===== src/design/bomb_audio_pkg.sv =====
`default_nettype none

package bomb_audio_pkg;

  // clock cycles between two buzzer edges
  typedef logic [15:0] half_t;

  // buzzer edges per sound
  // must be even so the line ends low
  typedef logic [8:0] toggles_t;

  // minutes digit
  typedef logic [2:0] min_t;

  // tens of seconds, 0..5
  typedef logic [2:0] tens_t;

  // seconds, 0..9
  typedef logic [3:0] ones_t;

  // tick rate as the clock runs down
  // normal above 0:39, fast down to 0:20, faster below
  typedef enum logic [1:0] {
    pace_normal,
    pace_fast,
    pace_faster
  } pace_e;

endpackage

`default_nettype wire


===== src/design/tone_if.sv =====
`default_nettype none
`timescale 1ns/100ps

interface tone_if;

  // one-cycle start, restarts a playing voice
  logic                     trigger;
  // tone settings, held static by the controller
  bomb_audio_pkg::half_t    half_period;
  bomb_audio_pkg::toggles_t toggles;
  // voice status and square wave
  logic                     busy;
  logic                     wave;

  // sound controller side
  modport ctrl (
    output trigger, half_period, toggles,
    input  busy, wave
  );

  // tone generator side
  modport voice (
    input  trigger, half_period, toggles,
    output busy, wave
  );

endinterface

`default_nettype wire


===== src/design/tone_voice.sv =====
`default_nettype none
`timescale 1ns/100ps

module tone_voice (
  input logic   clk,
  input logic   nrst,
  tone_if.voice voice
);

  typedef enum logic {
    voice_idle,
    voice_play
  } voice_state_e;

  voice_state_e             state;
  // cycles since the last edge, 1-based
  bomb_audio_pkg::half_t    half_cnt;
  // edges made so far
  bomb_audio_pkg::toggles_t tog_cnt;
  logic                     edge_due;
  logic                     last_edge;

  // half period elapsed
  assign edge_due = (half_cnt == voice.half_period);

  // this edge brings the line back low for good
  assign last_edge = (tog_cnt == bomb_audio_pkg::toggles_t'(voice.toggles - 1'b1));

  always_ff @(posedge clk, negedge nrst) begin
    if (!nrst) begin
      state      <= voice_idle;
      half_cnt   <= '0;
      tog_cnt    <= '0;
      voice.wave <= 1'b0;
    end else if (voice.trigger) begin
      // start, or start over from the top
      state      <= voice_play;
      half_cnt   <= 16'd1;
      tog_cnt    <= '0;
      voice.wave <= 1'b0;
    end else if (state == voice_play) begin
      if (edge_due) begin
        half_cnt <= 16'd1;
        tog_cnt  <= tog_cnt + 1'b1;
        if (last_edge) begin
          // busy drops together with the final falling edge
          state      <= voice_idle;
          voice.wave <= 1'b0;
        end else begin
          voice.wave <= ~voice.wave;
        end
      end else begin
        half_cnt <= half_cnt + 1'b1;
      end
    end
  end

  assign voice.busy = (state == voice_play);

  // a voice only starts on request from the controller
  assert property (@(posedge clk) disable iff (!nrst)
    $rose(voice.busy) |-> $past(voice.trigger))
    else $error("tone voice started without a trigger");

  // idle voice keeps its line quiet
  assert property (@(posedge clk) disable iff (!nrst)
    !voice.busy |-> !voice.wave)
    else $error("tone voice wave high while idle");

endmodule

`default_nettype wire


===== src/design/countdown_timer.sv =====
`default_nettype none
`timescale 1ns/100ps

module countdown_timer #(
  parameter int                    CLKS_PER_SEC = 10_000_000,
  parameter bomb_audio_pkg::min_t  START_MIN    = 3'd2,
  parameter bomb_audio_pkg::tens_t START_TENS   = 3'd0,
  parameter bomb_audio_pkg::ones_t START_ONES   = 4'd0
) (
  input  logic                  clk,
  input  logic                  nrst,
  input  logic                  game_start,
  input  logic                  game_clear,
  output bomb_audio_pkg::min_t  cnt_min,
  output bomb_audio_pkg::tens_t cnt_sec_ten,
  output bomb_audio_pkg::ones_t cnt_sec_one,
  output logic                  running,
  output logic                  exploded,
  output logic                  detonate,
  output bomb_audio_pkg::pace_e pace,
  output logic                  tick_sec,
  output logic                  tick_half,
  output logic                  tick_quarter
);

  localparam int DIV_W   = $clog2(CLKS_PER_SEC);
  localparam int HALF    = CLKS_PER_SEC / 2;
  localparam int QUARTER = CLKS_PER_SEC / 4;

  // cycle position inside the current second
  logic [DIV_W-1:0] div;
  logic             sec_end;
  logic             last_sec;

  assign sec_end = running && (div == DIV_W'(CLKS_PER_SEC - 1));

  // 0:01 showing, next decrement hits zero
  assign last_sec = (cnt_min == '0) && (cnt_sec_ten == '0) && (cnt_sec_one == 4'd1);

  // strobes, all landing on the second boundary
  assign tick_sec  = sec_end;
  assign tick_half = running &&
                     ((div == DIV_W'(HALF - 1)) || (div == DIV_W'(CLKS_PER_SEC - 1)));
  assign tick_quarter = running &&
                        ((div == DIV_W'(QUARTER - 1)) ||
                         (div == DIV_W'(HALF - 1)) ||
                         (div == DIV_W'(HALF + QUARTER - 1)) ||
                         (div == DIV_W'(CLKS_PER_SEC - 1)));

  always_ff @(posedge clk, negedge nrst) begin
    if (!nrst) begin
      div         <= '0;
      cnt_min     <= '0;
      cnt_sec_ten <= '0;
      cnt_sec_one <= '0;
      running     <= 1'b0;
      exploded    <= 1'b0;
      detonate    <= 1'b0;
    end else begin
      // single-cycle pulse
      detonate <= 1'b0;
      if (game_start) begin
        div         <= '0;
        cnt_min     <= START_MIN;
        cnt_sec_ten <= START_TENS;
        cnt_sec_one <= START_ONES;
        running     <= 1'b1;
        exploded    <= 1'b0;
      end else if (game_clear) begin
        // defused, digits stay where they are
        running <= 1'b0;
        div     <= '0;
      end else if (running) begin
        if (sec_end) begin
          div <= '0;
          if (last_sec) begin
            cnt_sec_one <= '0;
            running     <= 1'b0;
            exploded    <= 1'b1;
            detonate    <= 1'b1;
          end else if (cnt_sec_one != '0) begin
            cnt_sec_one <= cnt_sec_one - 1'b1;
          end else begin
            // borrow from tens, then minutes
            cnt_sec_one <= 4'd9;
            if (cnt_sec_ten != '0) begin
              cnt_sec_ten <= cnt_sec_ten - 1'b1;
            end else begin
              cnt_sec_ten <= 3'd5;
              cnt_min     <= cnt_min - 1'b1;
            end
          end
        end else begin
          div <= div + 1'b1;
        end
      end
    end
  end

  // faster under 0:20, fast under 0:40
  always_comb begin
    if ((cnt_min == '0) && (cnt_sec_ten <= 3'd1)) begin
      pace = bomb_audio_pkg::pace_faster;
    end else if ((cnt_min == '0) && (cnt_sec_ten <= 3'd3)) begin
      pace = bomb_audio_pkg::pace_fast;
    end else begin
      pace = bomb_audio_pkg::pace_normal;
    end
  end

  // digits stay decimal through every borrow
  assert property (@(posedge clk) disable iff (!nrst)
    cnt_sec_one <= 4'd9)
    else $error("seconds digit out of range");

  assert property (@(posedge clk) disable iff (!nrst)
    cnt_sec_ten <= 3'd5)
    else $error("tens digit out of range");

endmodule

`default_nettype wire


===== src/design/audio_sm.sv =====
`default_nettype none
`timescale 1ns/100ps

module audio_sm #(
  parameter bomb_audio_pkg::half_t    ERR_HALF      = 16'd48000,
  parameter bomb_audio_pkg::toggles_t ERR_TOGGLES   = 9'd100,
  parameter bomb_audio_pkg::half_t    BOOM_HALF     = 16'd60000,
  parameter bomb_audio_pkg::toggles_t BOOM_TOGGLES  = 9'd400,
  parameter bomb_audio_pkg::half_t    CHIME_HALF    = 16'd20000,
  parameter bomb_audio_pkg::toggles_t CHIME_TOGGLES = 9'd100,
  parameter bomb_audio_pkg::half_t    TICK_HALF     = 16'd15000,
  parameter bomb_audio_pkg::toggles_t TICK_TOGGLES  = 9'd100
) (
  input  logic                  clk,
  input  logic                  nrst,
  input  logic                  error,
  input  logic                  module_solved,
  input  logic                  detonate,
  input  logic                  running,
  input  bomb_audio_pkg::pace_e pace,
  input  logic                  tick_sec,
  input  logic                  tick_half,
  input  logic                  tick_quarter,
  output logic                  audio
);

  // one voice per sound, highest priority first
  tone_if err_if ();
  tone_if boom_if ();
  tone_if chime_if ();
  tone_if tick_if ();

  // module_solved, one cycle late
  logic solved_q;
  // tick strobe for the current pace
  logic tick_strobe;

  // fixed tone settings
  assign err_if.half_period   = ERR_HALF;
  assign err_if.toggles       = ERR_TOGGLES;
  assign boom_if.half_period  = BOOM_HALF;
  assign boom_if.toggles      = BOOM_TOGGLES;
  assign chime_if.half_period = CHIME_HALF;
  assign chime_if.toggles     = CHIME_TOGGLES;
  assign tick_if.half_period  = TICK_HALF;
  assign tick_if.toggles      = TICK_TOGGLES;

  // more ticks per second as time runs out
  always_comb begin
    case (pace)
      bomb_audio_pkg::pace_faster: tick_strobe = tick_quarter;
      bomb_audio_pkg::pace_fast:   tick_strobe = tick_half;
      default:                     tick_strobe = tick_sec;
    endcase
  end

  always_ff @(posedge clk, negedge nrst) begin
    if (!nrst) begin
      solved_q         <= 1'b0;
      err_if.trigger   <= 1'b0;
      boom_if.trigger  <= 1'b0;
      chime_if.trigger <= 1'b0;
      tick_if.trigger  <= 1'b0;
      audio            <= 1'b0;
    end else begin
      solved_q <= module_solved;
      // triggers one cycle behind their cause
      err_if.trigger   <= error;
      boom_if.trigger  <= detonate;
      // chime once per solve, however long it is held
      chime_if.trigger <= module_solved && !solved_q;
      // no ticking once the clock has stopped
      tick_if.trigger  <= running && tick_strobe;
      // fixed priority mux, error buzz on top
      if (err_if.busy) begin
        audio <= err_if.wave;
      end else if (boom_if.busy) begin
        audio <= boom_if.wave;
      end else if (chime_if.busy) begin
        audio <= chime_if.wave;
      end else if (tick_if.busy) begin
        audio <= tick_if.wave;
      end else begin
        audio <= 1'b0;
      end
    end
  end

  tone_voice u_err_voice (
    .clk   (clk),
    .nrst  (nrst),
    .voice (err_if.voice)
  );

  tone_voice u_boom_voice (
    .clk   (clk),
    .nrst  (nrst),
    .voice (boom_if.voice)
  );

  tone_voice u_chime_voice (
    .clk   (clk),
    .nrst  (nrst),
    .voice (chime_if.voice)
  );

  tone_voice u_tick_voice (
    .clk   (clk),
    .nrst  (nrst),
    .voice (tick_if.voice)
  );

  // at the fastest pace, the last tick has ended before the next quarter strobe
  assert property (@(posedge clk) disable iff (!nrst)
    (running && (pace == bomb_audio_pkg::pace_faster) && tick_quarter) |-> !tick_if.busy)
    else $error("tick sound longer than a quarter second");

endmodule

`default_nettype wire


===== src/design/bomb_audio_top.sv =====
`default_nettype none
`timescale 1ns/100ps

module bomb_audio_top #(
  // game clock
  parameter int                       CLKS_PER_SEC  = 10_000_000,
  parameter bomb_audio_pkg::min_t     START_MIN     = 3'd2,
  parameter bomb_audio_pkg::tens_t    START_TENS    = 3'd0,
  parameter bomb_audio_pkg::ones_t    START_ONES    = 4'd0,
  // sounds
  parameter bomb_audio_pkg::half_t    ERR_HALF      = 16'd48000,
  parameter bomb_audio_pkg::toggles_t ERR_TOGGLES   = 9'd100,
  parameter bomb_audio_pkg::half_t    BOOM_HALF     = 16'd60000,
  parameter bomb_audio_pkg::toggles_t BOOM_TOGGLES  = 9'd400,
  parameter bomb_audio_pkg::half_t    CHIME_HALF    = 16'd20000,
  parameter bomb_audio_pkg::toggles_t CHIME_TOGGLES = 9'd100,
  parameter bomb_audio_pkg::half_t    TICK_HALF     = 16'd15000,
  parameter bomb_audio_pkg::toggles_t TICK_TOGGLES  = 9'd100
) (
  input  logic                  clk,
  input  logic                  nrst,
  input  logic                  game_start,
  input  logic                  game_clear,
  input  logic                  error,
  input  logic                  module_solved,
  output logic                  audio,
  output bomb_audio_pkg::min_t  cnt_min,
  output bomb_audio_pkg::tens_t cnt_sec_ten,
  output bomb_audio_pkg::ones_t cnt_sec_one,
  output logic                  running,
  output logic                  exploded
);

  // timer to sound controller
  logic                  detonate;
  logic                  tick_sec;
  logic                  tick_half;
  logic                  tick_quarter;
  bomb_audio_pkg::pace_e pace;

  countdown_timer #(
    .CLKS_PER_SEC (CLKS_PER_SEC),
    .START_MIN    (START_MIN),
    .START_TENS   (START_TENS),
    .START_ONES   (START_ONES)
  ) u_timer (
    .clk          (clk),
    .nrst         (nrst),
    .game_start   (game_start),
    .game_clear   (game_clear),
    .cnt_min      (cnt_min),
    .cnt_sec_ten  (cnt_sec_ten),
    .cnt_sec_one  (cnt_sec_one),
    .running      (running),
    .exploded     (exploded),
    .detonate     (detonate),
    .pace         (pace),
    .tick_sec     (tick_sec),
    .tick_half    (tick_half),
    .tick_quarter (tick_quarter)
  );

  audio_sm #(
    .ERR_HALF      (ERR_HALF),
    .ERR_TOGGLES   (ERR_TOGGLES),
    .BOOM_HALF     (BOOM_HALF),
    .BOOM_TOGGLES  (BOOM_TOGGLES),
    .CHIME_HALF    (CHIME_HALF),
    .CHIME_TOGGLES (CHIME_TOGGLES),
    .TICK_HALF     (TICK_HALF),
    .TICK_TOGGLES  (TICK_TOGGLES)
  ) u_audio (
    .clk           (clk),
    .nrst          (nrst),
    .error         (error),
    .module_solved (module_solved),
    .detonate      (detonate),
    .running       (running),
    .pace          (pace),
    .tick_sec      (tick_sec),
    .tick_half     (tick_half),
    .tick_quarter  (tick_quarter),
    .audio         (audio)
  );

endmodule

`default_nettype wire


===== config.mk =====
export PLATFORM = sky130hd
export DESIGN_NAME = bomb_audio_top
export DESIGN_NICKNAME = d
export VERILOG_FILES = /design/src/design/bomb_audio_pkg.sv /design/src/design/tone_if.sv /design/src/design/tone_voice.sv /design/src/design/countdown_timer.sv /design/src/design/audio_sm.sv /design/src/design/bomb_audio_top.sv
export SDC_FILE = /design/constraint.sdc
export NUM_CORES = 1
export LEC_CHECK = 0
export ABC_AREA = 1
export BUFFER_PORTS_ARGS = -buffer_cell sky130_fd_sc_hd__buf_2
export CORE_MARGIN = 2
export CORE_UTILIZATION = 50
export CTS_BUF_LIST = sky130_fd_sc_hd__clkbuf_4
export CTS_CLUSTER_SIZE = 12
export DETAILED_ROUTE_END_ITERATION = 10
export PLACE_DENSITY_LB_ADDON = 0.12
export SETUP_SLACK_MARGIN = 0.02
export SLEW_MARGIN = 20
export SYNTH_ARGS = -nofsm -noshare
export SYNTH_HDL_FRONTEND = slang
export SYNTH_SLANG_ARGS = --single-unit

===== constraint.sdc =====
create_clock -name clk -period 1.95 [get_ports clk]
set_input_delay 0.39 -clock clk [delete_from_list [all_inputs] [get_ports clk]]
set_output_delay 0.39 -clock clk [all_outputs]
set_load 0.01 [all_outputs]

# == After elaboration in Yosys (flattened, before gate mapping) ==
# Index checks and enable logic that the tools add are counted.
# op_classes
mux,102
n_reduce_logical,38
eq_ne,19
n_bitwise,4
n_addsub,12
n_lt_le_gt_ge,2
# ops
operator,count
two-way mux 16 bit,12
two-way mux 9 bit,12
two-way mux 24 bit,4
adder 16 x 1 -> 16 bit (second input constant),4
two-way mux 1 bit,52
== test 24 x 23 -> 1 bit (second input constant),2
two-way mux 3 bit,14
adder 9 x 1 -> 9 bit (second input constant),4
== test 16 bit (second input constant),2
== test 9 x 7 -> 1 bit (second input constant),3
adder 24 x 1 -> 24 bit (second input constant),1
== test 24 x 22 -> 1 bit (second input constant),1
== test 24 bit (second input constant),1
two-way mux 4 bit,6
nonzero test 2 bit,11
== test 16 x 14 -> 1 bit (second input constant),1
== test 16 x 15 -> 1 bit (second input constant),1
== test 9 bit (second input constant),1
logical AND 1 bit,9
inequality test 2 bit (second input constant),4
AND reduction 2 bit,4
logical NOT 3 bit,2
AND reduction 6 bit,1
nonzero test 3 bit,2
other kinds (16),23
# word_totals
inputBits,6
regBits,151

# == Logic depth before layout (Yosys ltp) ==
# logic_depth
word_depth,8
depth_mapped,11
depth_no_buf,11

# == Modules after synthesis ==
# A second synthesis with hierarchy kept.
# hier_totals
cells_unflattened,1730
hier_area_um2,11245.8
# by_module_without_submodules
mod,cells_per_inst,instances,area_each_um2
tone_voice (u_audio.u_boom_voice ...),324,3,2092.0
countdown_timer,365,1,2489.9
tone_voice (u_audio.u_tick_voice),365,1,2222.1
audio_sm,28,1,257.7

# == Worst setup path after synthesis ==
# No wires, ideal clock.
# synth_path
path_type,register -> register
startpoint,register u_timer.cnt_min[0]
endpoint,register u_timer.cnt_sec_ten[2]
synth_period_minus_slack_ns,1.645
path_buffers,0
slack_ns,0.305
required_time_ns,1.824
stages_incl_launch_ff,11
arrival_time_ns,1.519
path_cell_list,dfrtp_1 inv_1 ha_1 ha_1 nand2_1 nor3_1 inv_1 nand4_1 nand2_1 nand2_1 o21ai_0
# synth_via
elab_chain_len,5
# synth_lines
element,line_no,source
start: declaration,countdown_timer.sv:14,"output bomb_audio_pkg::min_t cnt_min,"
start signal: assignment,countdown_timer.sv:90,cnt_min <= cnt_min - 1'b1;
logical NOT 3 bit,countdown_timer.sv:38,assign last_sec = (cnt_min == '0) && (cnt_sec_ten == '0) && (cnt_sec_one == 4'd1);
logical AND 1 bit (2 in a row),countdown_timer.sv:38,
inequality test 2 bit (no source line),-,
AND reduction 5 bit (no source line),-,
end signal: assignment,countdown_timer.sv:87,cnt_sec_ten <= cnt_sec_ten - 1'b1;
end: declaration,countdown_timer.sv:15,"output bomb_audio_pkg::tens_t cnt_sec_ten,"
# No other way between the ends.
# A chain may end at the register's enable or synchronous reset.

# == Final worst setup path ==
# layout_path
startpoint,register u_audio.u_boom_voice.half_cnt[0]
endpoint,register u_audio.u_boom_voice.tog_cnt[7]
# layout_via
elab_chain_len,3
# layout_lines
element,line_no,source
start: declaration,tone_voice.sv:17,bomb_audio_pkg::half_t half_cnt;
start signal: assignment,tone_voice.sv:53,half_cnt <= half_cnt + 1'b1;
== test 16 bit,tone_voice.sv:24,assign edge_due = (half_cnt == voice.half_period);
nonzero test 2 bit (no source line),-,
AND reduction 2 bit (no source line),-,
end signal: assignment,tone_voice.sv:44,tog_cnt <= tog_cnt + 1'b1;
end: declaration,tone_voice.sv:19,bomb_audio_pkg::toggles_t tog_cnt;
# No other way between the ends.

==> flow_summary.toml <==
[timing]
tns_ns = 0
worst_pin_slew_ns = 0.505
final-setup-viol-count = 0
fin_crit_sh_pct = 89.8
clock_skew_ns = 0.0202
whs_ns = 0.178
rsz0062_at_grt = "yes"
fin_crit_ns = 1.75
finalHoldViolCount = 0
drv_slew = 0
fmax_mhz = 571
max_slew_margin_pct = 66.0

[final_layout]
fin_cells = 1488
fin_area_sq_um = 9680
finalNetCount = 1275
area_delta_synth_final_pct = 10.1
drive_gt1_share_pct = 8.56

[global_routing]
grtUsageTotal_pct = 21.7
gr-total-overflow = 0
grt_pass1_vias = 7251
grt_pass1_wl_um = 32900
grt_antenna_before_repair = 1
grt_start_max_net_pins = 39

[detailed_routing]
viasPerCell = 5.21
drt-initial-drc-count = 396
wl_per_cell_um = 12.7
drc_errors = 0
vias = 7755
first_pass_iters = 7
wl_um = 18900
ant_nets = 0

[clock_network]
numCtsBuffers = 17
cts_tree = "yes"
clk_pin_slew_ns = 0.12
cts-root-buf = "clkbuf_4"
clk_path_buf_depth = 2
ctsHtreeMaxLevel = 4
clock_sinks = 151
insertion_delay_ns = 0.56

[floorplan]
die_y_um = 137
start_util_pct = 51.0
core_sq_um = 17200
pin_count = 19
rows = 48
die_w_um = 137
dieArea_sq_um = 18700

[placed_design]
gp_congestion = 0.902
hpwlAfterDp_um = 13900
placed_area_sq_um = 9310
dp_cells = 1453
portBuffers = 18

[logic_synthesis]
syn_area_sq_um = 8790
async_reset_ff_share_pct = 100
synth-seq-area-share_pct = 43.0
synth_largest_area_cell = "dfrtp_1"
synth_area_leaders = "dfrtp_1 43%, nand2_1 13%, inv_1 6.9%, nor2_1 6.4%, nand3_1 4.8%"
synth_cell_types = 42
syn_area_per_cell_sq_um = 7.31
synth_top_area_share_pct = 43.0
synth_edf_count = 0
yosysMostFrequentCell = "nand2_1"
synth_common_cells = "296 x nand2_1, 162 x inv_1, 151 x dfrtp_1, 151 x nor2_1, 85 x nand3_1"
ys.flop_type = "dfrtp_1"
ys_ff_latch = 151
yosys_warnings = 0
syn_nets = 1227
synth_cells = 1203

[pwr]
power_density_nw_per_um2 = 701
max-vdd-ir-drop_mv = 0.561
p_leak_nw = 4.55

[setup_path]
critPathKind = "register to register"
worstPathArrival_ns = 2.19
end_kind = "register"
crit_required_ns = 2.39
start_kind = "register"
cp_max_fo = 11

[job]
drv_cap = 0

[hold_path]
hold_class = "primary input to register"

[outcome]
status = "finished, final reports clean"
## cells by family (layout without fill, tap and decap cells)
family / after synthesis / count (layout) / synth area share [%]
flops: 151 / 151 / 43.0
buf+inv: 189 / 248 / 8.52
fa+ha+maj: 18 / 18 / 2.56
other cells: 0 / 1 / 0
compound gates: 124 / 124 / 7.53
simple gates: 687 / 687 / 35.0
xor+xnor: 34 / 34 / 3.39
## what timing repair did
item / 4_1_cts / 5_1_grt
setup buffers: 0 / 1
hold buffers: 3 / 0
gates resized for setup: 0 / 3
hold endpoints to repair: 36 / 0
setup endpoints to repair: 0 / 15
## power by group
part	internal [mW]	total (mW)	leakage [nW]	switching, mW
registers	3.34	3.55	2.04	0.215
clock network	1.15	2.24	0.167	1.09
logic	0.390	0.992	2.34	0.602
total	4.87	6.78	4.55	1.91
## per-stage QoR
stage                     setup WS [ns]  utilization, %  power [mW]
after CTS                         0.154            56.0        6.85
after detailed placement          0.177            54.0        4.60
after global placement            0.170            54.0        4.58
after global routing           -0.00766            56.2        7.18
after floorplan                   0.305               -        4.24
final                             0.199            56.2        6.78
## critical path: stages (launching register included)
cell	delay, ns
dfrtp_1	0.41
inv_1	0.07
ha_1	0.19
nand3_1	0.08
nor2_1	0.05
nand2_1	0.12
nand2_1	0.09
nand2_1	0.17
clkinvlp_4	0.24
nand4_1	0.13
o21ai_0	0.09
## area by class of cell
cell class,count,area [sq um]
fillers,1650,7560
multi-input cells,863,4270
flip-flops and latches,151,3780
inverters,166,627
repair buffers,52,397
well taps,225,282
clock inverters,11,181
clock buffers,19,143
diodes,1,2.50
## path summary, 6_finish.rpt
check	slack, ns	start	endpoint	cells after the start
setup / recovery	0.20	u_audio.u_boom_voice.half_cnt[0]$_DFFE_PN0P_	u_audio.u_boom_voice.tog_cnt[7]$_DFFE_PN0P_	10
hold reg to reg	0.37	u_timer.detonate$_DFF_PN0_	u_audio.boom_if.trigger$_DFF_PN0_	0
max in group asynchronous	1.09	nrst	u_audio.u_chime_voice.tog_cnt[4]$_DFFE_PN0P_	3
min in group asynchronous	0.30	nrst	u_timer.div[15]$_DFFE_PN0P_	2
setup reg to reg	0.20	u_audio.u_boom_voice.half_cnt[0]$_DFFE_PN0P_	u_audio.u_boom_voice.tog_cnt[7]$_DFFE_PN0P_	10
hold / removal	0.18	game_clear	u_timer.running$_DFF_PN0_	4
## cells in the final DEF (no fill, tap or decap), types with 3 or more instances in the layout
cell type	instances
nand2_1	295
inv_1	161
nor2_1	151
dfrtp_1	151
nand3_1	85
o21ai_0	66
nor3_1	58
nand4_1	46
a21oi_1	35
xor2_1	31
buf_4	28
clkbuf_4	19
ha_1	17
buf_2	17
nor4_1	14
nand2_2	8
o22ai_1	6
nor3b_1	6
nor2_2	5
o21ai_1	5
bufinv_16	5
clkinv_1	4
nand3b_1	4
nor2_4	3
inv_2	3
xnor2_1	3
clkinvlp_4	3
o31ai_1	3
dlygate4sd3_1	3
buf_12	3
## flip-flops by register name, summed over array words and instances, names as in the netlist, 16 cells and up
| name | count |
|---|---|
| u_audio.u_chime_voice.half_cnt | 16 |
| u_audio.u_err_voice.half_cnt | 16 |
| u_audio.u_tick_voice.half_cnt | 16 |
| u_timer.div | 24 |
| u_audio.u_boom_voice.half_cnt | 16 |
## layer usage
layer  track usage (%)  part of all wire [%]  routed length (um)  vias to the layer above
met5                 0                     0                   0                        -
met1              30.3                    50                9400                     3618
met3              4.22                   3.8                 716                       13
met2              34.7                    46                8610                      111
met4              5.27                  0.82                 155                        0
li1                  -                     -                   -                     4013
Note: power is estimated with default switching activity, not from simulation.
